`src/rtl/scaler_consts.svh`:
```
`ifndef SCALER_CONSTS_SVH
`define SCALER_CONSTS_SVH

// Pixel sample width
`define PIX_W       12

// Coefficient magnitude width, unity gain sits at bit COE_W-2
`define COE_W       10
`define COE_SHIFT   8     // Log2 of unity coefficient (256)

// Step and position format, 4.12 unsigned
`define STEP_W      16
`define FRAC_W      12    // Fraction bits of step and position
`define STEP_ONE    4096  // Step of 1.000

`define POS_W       24    // Line position counters

// Phase index taken from position bits FRAC_W-1 down to 2
`define PHASE_W     10

`define ROUND_BIT   7     // Half LSB of the scaled-down sum

`endif

```
`src/rtl/scaler_pkg.sv`:
```
`default_nettype none

`include "scaler_consts.svh"

package scaler_pkg;

    // One pixel of the raster stream with its level strobes
    typedef struct packed {
        logic [`PIX_W-1:0] data;
        logic              de;    // Valid pixel
        logic              hs;    // First pixel of a line
        logic              vs;    // First pixel of a frame
    } pix_stream_t;

    // Kernel weights for one phase, all stored as magnitudes
    typedef struct packed {
        logic [`COE_W-1:0] c0;    // Subtracted
        logic [`COE_W-1:0] c1;
        logic [`COE_W-1:0] c2;
        logic [`COE_W-1:0] c3;    // Subtracted
    } coe_set_t;

    // Window taps, the window shifts from left (newest) to right (oldest)
    typedef enum logic [1:0] {
        TAP_FAR_L  = 2'd0,
        TAP_NEAR_L = 2'd1,
        TAP_NEAR_R = 2'd2,
        TAP_FAR_R  = 2'd3
    } tap_phase_e;

endpackage

`default_nettype wire

```
`src/rtl/scaler_h.sv`:
```
`default_nettype none
`timescale 1ns/1ps

`include "scaler_consts.svh"

module scaler_h (
    input  wire                       clk,
    input  wire                       rst_i,
    input  wire  [`STEP_W-1:0]        step_i,
    input  wire  scaler_pkg::pix_stream_t pix_i,
    output logic [`PHASE_W-1:0]       phase_o,
    input  wire  scaler_pkg::coe_set_t coe_i,
    output scaler_pkg::pix_stream_t   pix_o
);

    import scaler_pkg::*;

    localparam int MUL_W   = `COE_W + `PIX_W;
    localparam int OVF_LSB = `COE_SHIFT + `PIX_W;

    localparam logic [MUL_W+1:0] RND_ADD = (MUL_W + 2)'(1 << `ROUND_BIT);

    typedef struct packed {
        logic de;
        logic hs;
        logic vs;
    } strobe_t;

    logic [`STEP_W-1:0] step_act;     // Step in force for the current frame
    logic [`POS_W-1:0]  cnt_i;        // Input position, 4.12 per pixel
    logic [`POS_W-1:0]  cnt_o;        // Next output position
    logic               line_pend;
    logic               frame_pend;
    logic               fire;

    logic [`PIX_W-1:0]  win [4];      // Tap window
    logic [`PIX_W-1:0]  opd [4];      // Frozen at the output decision
    logic [`PIX_W-1:0]  tap_q [4];    // Aligned with coe_i

    logic [MUL_W-1:0]   prod [4];
    logic signed [MUL_W+1:0] sum;

    strobe_t dec;
    strobe_t dly [3];

    function automatic logic [`COE_W-1:0] coe_at(input coe_set_t set,
                                                  input tap_phase_e tap);
        case (tap)
            TAP_FAR_L:  return set.c0;
            TAP_NEAR_L: return set.c1;
            TAP_NEAR_R: return set.c2;
            default:    return set.c3;
        endcase
    endfunction

    // An output pixel is due once the input has moved past its position
    assign fire = cnt_i > cnt_o;

    always_ff @(posedge clk) begin
        if (rst_i) begin
            step_act   <= `STEP_W'(`STEP_ONE);
            cnt_i      <= '0;
            cnt_o      <= '0;
            line_pend  <= 1'b0;
            frame_pend <= 1'b0;
            dec        <= '0;
        end else begin
            dec <= '0;

            if (pix_i.de) begin
                cnt_i <= cnt_i + `POS_W'(`STEP_ONE);
            end

            if (fire) begin
                dec.de     <= 1'b1;
                dec.hs     <= line_pend;
                dec.vs     <= frame_pend;
                line_pend  <= 1'b0;
                frame_pend <= 1'b0;
                cnt_o      <= cnt_o + `POS_W'(step_act);
            end

            // Line start restarts both positions, output 0 sits on pixel 0
            if (pix_i.de && pix_i.hs) begin
                cnt_i     <= '0;
                cnt_o     <= `POS_W'(`STEP_ONE);
                line_pend <= 1'b1;
            end

            if (pix_i.de && pix_i.vs) begin
                frame_pend <= 1'b1;
                step_act   <= step_i;     // Held for the whole frame
            end
        end
    end

    always_ff @(posedge clk) begin
        if (pix_i.de) begin
            win[TAP_FAR_L]  <= pix_i.data;
            win[TAP_NEAR_L] <= win[TAP_FAR_L];
            win[TAP_NEAR_R] <= win[TAP_NEAR_L];
            win[TAP_FAR_R]  <= win[TAP_NEAR_R];
        end

        if (fire) begin
            opd[TAP_FAR_L]  <= win[TAP_FAR_L];
            opd[TAP_NEAR_L] <= win[TAP_NEAR_L];
            opd[TAP_NEAR_R] <= win[TAP_NEAR_R];
            // Oldest tap still holds the previous line near the start
            opd[TAP_FAR_R]  <= (cnt_i <= `POS_W'(2 * `STEP_ONE)) ? '0 : win[TAP_FAR_R];
            phase_o         <= cnt_o[`FRAC_W-1 -: `PHASE_W];
        end

        tap_q <= opd;                     // Table needs one clock for phase_o

        for (int k = 0; k < 4; k++) begin
            prod[k] <= coe_at(coe_i, tap_phase_e'(k)) * tap_q[k];
        end

        sum <= $signed({2'b00, prod[TAP_NEAR_L]})
             + $signed({2'b00, prod[TAP_NEAR_R]})
             - $signed({2'b00, prod[TAP_FAR_L]})
             - $signed({2'b00, prod[TAP_FAR_R]})
             + $signed(RND_ADD);
    end

    // Strobes follow the table, multiply and sum stages
    always_ff @(posedge clk) begin
        if (rst_i) begin
            dly   <= '{default: '0};
            pix_o <= '0;
        end else begin
            dly[0] <= dec;
            dly[1] <= dly[0];
            dly[2] <= dly[1];

            pix_o.de <= dly[2].de;
            pix_o.hs <= dly[2].hs;
            pix_o.vs <= dly[2].vs;

            if (dly[2].de) begin
                if (sum[MUL_W+1]) begin
                    pix_o.data <= '0;         // Undershoot
                end else if (|sum[MUL_W:OVF_LSB]) begin
                    pix_o.data <= '1;         // Overshoot
                end else begin
                    pix_o.data <= sum[`COE_SHIFT +: `PIX_W];
                end
            end
        end
    end

endmodule

`default_nettype wire

```
`config.mk`:
```
export PLATFORM = sky130hd
export DESIGN_NAME = scaler_h
export DESIGN_NICKNAME = d
export VERILOG_FILES = /design/src/rtl/scaler_pkg.sv /design/src/rtl/scaler_h.sv
export VERILOG_INCLUDE_DIRS = /design/src /design/src/rtl
export SDC_FILE = /design/constraint.sdc
export NUM_CORES = 2
export LEC_CHECK = 0
export ABC_AREA = 1
export ABC_CLOCK_PERIOD_IN_PS = 5200
export BUFFER_PORTS_ARGS = -buffer_cell sky130_fd_sc_hd__buf_2
export CAP_MARGIN = 20
export CORE_UTILIZATION = 35
export DETAILED_ROUTE_END_ITERATION = 8
export PLACE_DENSITY = 0.5
export SLEW_MARGIN = 20
export SYNTH_ARGS = -nofsm -noshare
export SYNTH_HDL_FRONTEND = slang
export SYNTH_SLANG_ARGS = --single-unit
```
`constraint.sdc`:
```
create_clock -name clk -period 5.2 [get_ports clk]
set_input_delay 0 -clock clk [delete_from_list [all_inputs] [get_ports clk]]
set_output_delay 0 -clock clk [all_outputs]
set_load 0.05 [all_outputs]
```
; ---- Word level (Yosys, flattened, before mapping)
; Memories as Yosys holds them, arrays and structs flattened. A register that Yosys moved wholly into a read port is not among the register bits.
; Cells that the tools add are included.
[word_totals]
ff_bits = 211
latchBits = 0
ram_bits = 136
romBits = 0
word_cells = 63
n_memories = 2
[op_classes]
n_addsub = 6
mul = 4
div = 0
magnitude_cmp = 2
n_eq_ne = 0
n_shift = 0
n_mux = 10
n_bitwise = 1
n_reduce_logical = 7
[mem_list]
columns = memory, depth, width, rd, rd_clocked_by_memory_dff, write_ports, line_no
row1 = prod, 4, 22, 4, 0, 4, scaler_h.sv:40  ; logic [MUL_W-1:0] prod [4];
row2 = win, 4, 12, 4, 1, 4, scaler_h.sv:36  ; logic [`PIX_W-1:0] win [4];
[op_table]
columns = op, n
row1 = $mul A10 B12 Y22, 4
row2 = $mux W13, 2
row3 = $add A24 B13 Y24 const B, 1
row4 = $add A24 B16 Y24, 1
row5 = $add A24 B9 Y24 const B, 1
row6 = $gt A24 B24 Y1, 1
row7 = $le A24 B14 Y1 const B, 1
row8 = $mux W12, 2
row9 = $sub A23 B22 Y24, 1
row10 = $sub A24 B23 Y24, 1
row11 = $add A22 B22 Y23, 1
row12 = $mux W1, 5
row13 = $reduce_bool A2 Y1, 2
row14 = $reduce_or A2 Y1, 2
row15 = $mux W3, 1
row16 = $reduce_or A3 Y1, 1
row17 = $logic_and A1 B1 Y1, 2
row18 = $not A1 Y1, 1

; ---- Depth between registers and ports, before layout
; An unclocked memory read counts as a cell.
[depth]
depth_word = 5
depth_mapped = 23
mapped_depth_nobuf = 22

; ---- Worst setup path after synthesis
; OpenSTA, ideal clock, no wires.
[synth_timing]
kind = register -> register
startpoint = register tap_q[43] (netlist bit)
endpoint = memory prod[0][19] (netlist bit)
arrival_time_ns = 4.420
required_time_ns = 5.088
slack_ns = 0.668
path_stages_with_launch = 22
path_cell_list = dfxtp_1 -> clkbuf_1 -> nand2_1 -> fa_1 -> inv_1 -> fa_1 -> inv_1 -> fa_1 -> inv_1 -> fa_1 -> inv_1 -> fa_1 -> inv_1 -> ha_1 -> a21oi_1 -> o21ai_0 -> a21oi_1 -> nand2_1 -> nand2_1 -> nand2_1 -> nand2_1 -> nand2_1
[synth_rtl]
columns = item, line_no
row1 = from (decl), scaler_h.sv:38  ; logic [`PIX_W-1:0] tap_q [4];
row2 = from (signal assigned), scaler_h.sv:114  ; tap_q <= opd;
row3 = to (decl), scaler_h.sv:40

==> impl_metrics.csv <==
group,metric,value,unit
setup_path,worst-endpoint-arrival,5.32,ns
cts,path_clk_slew,0.06,ns
final_layout,fillers,8806,
yosys,synth-async-reset-ratio,0,%
timing,final.min_clock_period,4.903,ns
yosys,yosysUniqueCellTypes,48,
setup_path,critPathTopFamily,"adder cells",
floorplanning,die_area,86940,sq um
setup_path,critPathKind,"flip-flop to flip-flop",
yosys,synth-edff-count,106,
yosys,yosysSeqAreaShare,26.14,%
setup_path,r2r_cells,19,
timing,clock.fmax,0.2039,GHz
run_status,outcome,"complete, but fails checks",
yosys,avgSynthCellArea,8.208,sq um
grt,grt_use_total,18.41,%
yosys,ys_warn_count,0,
yosys,synthCells,3657,
setup_path,worst_path_max_delay_cell,"dfxtp_1",
place,pre_cts_ws,0.3188,ns
worst_hold_path,hold_path.class,"input pin to flip-flop",
place,gp_congestion,0.8909,
timing,worst_slew_pin_slew,0.8073,ns
final_layout,fin_nets,4481,
setup_path,cp.required,5.62,ns
setup_path,endpoint,"prod[2][19]",
drt,highest_layer,"met5",
cts,clock_latency,0.58,ns
drt,drtAntennaViolNets,0,
cts,hold_buffers,38,
cts,cts_tree,"built",
yosys,ys_ff_latch,339,
run_status,violations,"DRC",
floorplanning,start_util,35.31,%
drt,drcViolationCount,4,
grt,grt_pass1_wl,125.1,mm
drt,drt_iter0_markers,1148,
floorplanning,die_y,294.9,um
setup_path,critPathBufInv,5,
worst_hold_path,hp-start,"coe_i[31]",
cts,cts_sinks,339,
final_layout,drive_gt1_share,5.973,%
place,dp_hpwl,63.47,mm
setup_path,startpoint_type,"flip-flop",
yosys,syn_nets,4386,
cts,h-tree-depth,2,
final_layout,final_cell_mix,"nand2_1 (940), inv_1 (861), fa_1 (355)",
floorplanning,core,85010,sq um
grt,grt_max_degree,55,
timing,hold_viol_final,0,
cts,numCtsBuffers,40,
drt,dr.pass1.iters,7,
setup_path,crit_path_max_incr_delay,0.61,ns
drt,wl_per_cell,15.63,um
timing,max-slew-margin-rel,46.12,%
floorplanning,die_w,294.9,um
cts,postCtsSetupRepairBufs,0,
grt,first_global_vias,22870,
floorplanning,rows,107,
setup_path,startpoint,"tap_q[19]",
cts,cts_buffer_depth,3,
yosys,synthFlopType,"dfxtp_1",
final_layout,areaGrowthSynthToFinish,11.48,%
setup_path,r2r_slack,0.30,ns
timing,setup_viol,0,
cts,root_buffer,"clkbuf_16",
job,cap_violations,0,
timing,fin_worst_skew,0.03724,ns
final_layout,final_common_cell,"nand2_1",
cts,cts-resized-gates,0,
setup_path,worstReg2RegEnd,"prod[2][19]",
timing,rsz0062_at_grt,"no",
drt,wl,77.05,mm
drt,dr_wl_met2,36.99,mm
timing,period_share,94.30,%
setup_path,crit_chain,"nand2_1 > fa_1 > inv_1 > fa_1 > inv_1 > fa_1 > inv_1 > fa_1 > inv_1 > fa_1 > inv_1 > ha_1 > a21oi_1 > nor2_1 > nor2_1 > nand2_1 > nand2_1 > nand3_1 > xor2_1",
timing,setup_ws,0.2966,ns
drt,wl_met3,2.264,mm
yosys,netlist_area,30020,sq um
setup_path,r2r-start,"tap_q[19]",
timing,drv_slew,0,
drt,met1_length,36.22,mm
place,numPortBuffers,97,
setup_path,critical_path_depth,19,
drt,dr_total_vias,22150,
setup_path,cp_max_fo,10,
grt,overflow,0,
timing,setup_tns,0,ns
setup_path,crit_path_end_kind,"flip-flop",
floorplanning,io_pins,98,
drt,via_per_inst,4.493,
grt,antenna_found_initial,3,
==> registers in the layout, indices dropped and copies added, names as in the netlist <==
name / cells
frame_pend: 1
pix_o: 15
cnt_i: 12
win: 48
dec: 3
line_pend: 1
phase_o: 10
prod: 88
step_act: 16
dly: 9
sum: 16
opd: 48
tap_q: 48
cnt_o: 24
==> logic make-up after synthesis <==
group	share of synthesized area (%)
fa+ha+maj	36.22
compound gates	4.956
simple gates	17.98
buf+inv	12.27
xor+xnor	2.422
flops	26.14
==> stage by stage <==
step                      util, %  instance area [sq um]  hold WS (ns)  cells
after floorplan                 -                  30020       0.09345   3657
after global placement      37.26                  31680        0.1797   4816
after detailed placement    37.26                  31680        0.1803   4816
after CTS                   39.36                  33460      0.002776   4928
after global routing        39.36                  33460       0.05218   4928
final                       39.36                  33460       0.02018   4929
==> routing by layer <==
metal	vias to the layer above	GRT usage, %
li1	11190	-
met1	10590	24.95
met2	294	31.48
met3	73	1.923
met4	2	4.090
met5	-	0
==> synth_stat cells, types with 8 or more instances <==
library cell / n / area (sq um)
nor3_1: 23 / 115.1
ha_1: 301 / 3766
nand4_1: 17 / 106.4
o21ai_1: 12 / 60.06
clkbuf_1: 97 / 364.1
nand3_2: 8 / 80.08
fa_1: 355 / 7107
xor2_1: 56 / 490.5
nand3_1: 102 / 510.5
dfxtp_1: 233 / 4664
xnor2_1: 27 / 236.5
o21bai_1: 11 / 82.58
nand2_1: 940 / 3528
a21oi_1: 148 / 740.7
inv_1: 861 / 3232
o21ai_0: 73 / 365.4
edfxtp_1: 106 / 3183
nor2_1: 203 / 762.0
==> how the worst min path moves through the flow <==
stage	cells after the start	endpoint	slack (ns)
finish	4	prod[0][1]	0.02
global route	4	prod[0][1]	0.05
CTS	4	prod[2][1]	0.003
detailed placement	1	win[0][1]	0.18
global placement	1	win[0][10]	0.18
floorplan	2	prod[1][0]	0.09
==> worst reg2reg max path: cells and delay by family (launching register included) <==
family | cells | cell delay, ns
AOI/OAI and AO/OA | 1 | 0.27
xor gates and xnor gates | 1 | 0.15
adders and majority gates | 6 | 2.88
buffers and inverters | 5 | 0.25
DFF | 1 | 0.61
and+or+nand+nor | 6 | 0.63
==> area by class of cell <==
class	count	area (sq um)	share of cell area [%]
Antenna cell	1	2.502	0.007479
Clock buffer	50	1090	3.257
Clock inverter	24	309.0	0.9236
Inverter	865	3249	9.711
Multi-Input combinational cell	2347	18490	55.24
Sequential cell	339	7848	23.45
Tap cell	1144	1431	4.278
Timing Repair Buffer	159	1046	3.126
Power is not shown: default switching activity piles up to over one toggle a cycle in this logic, so the estimate is an artifact.
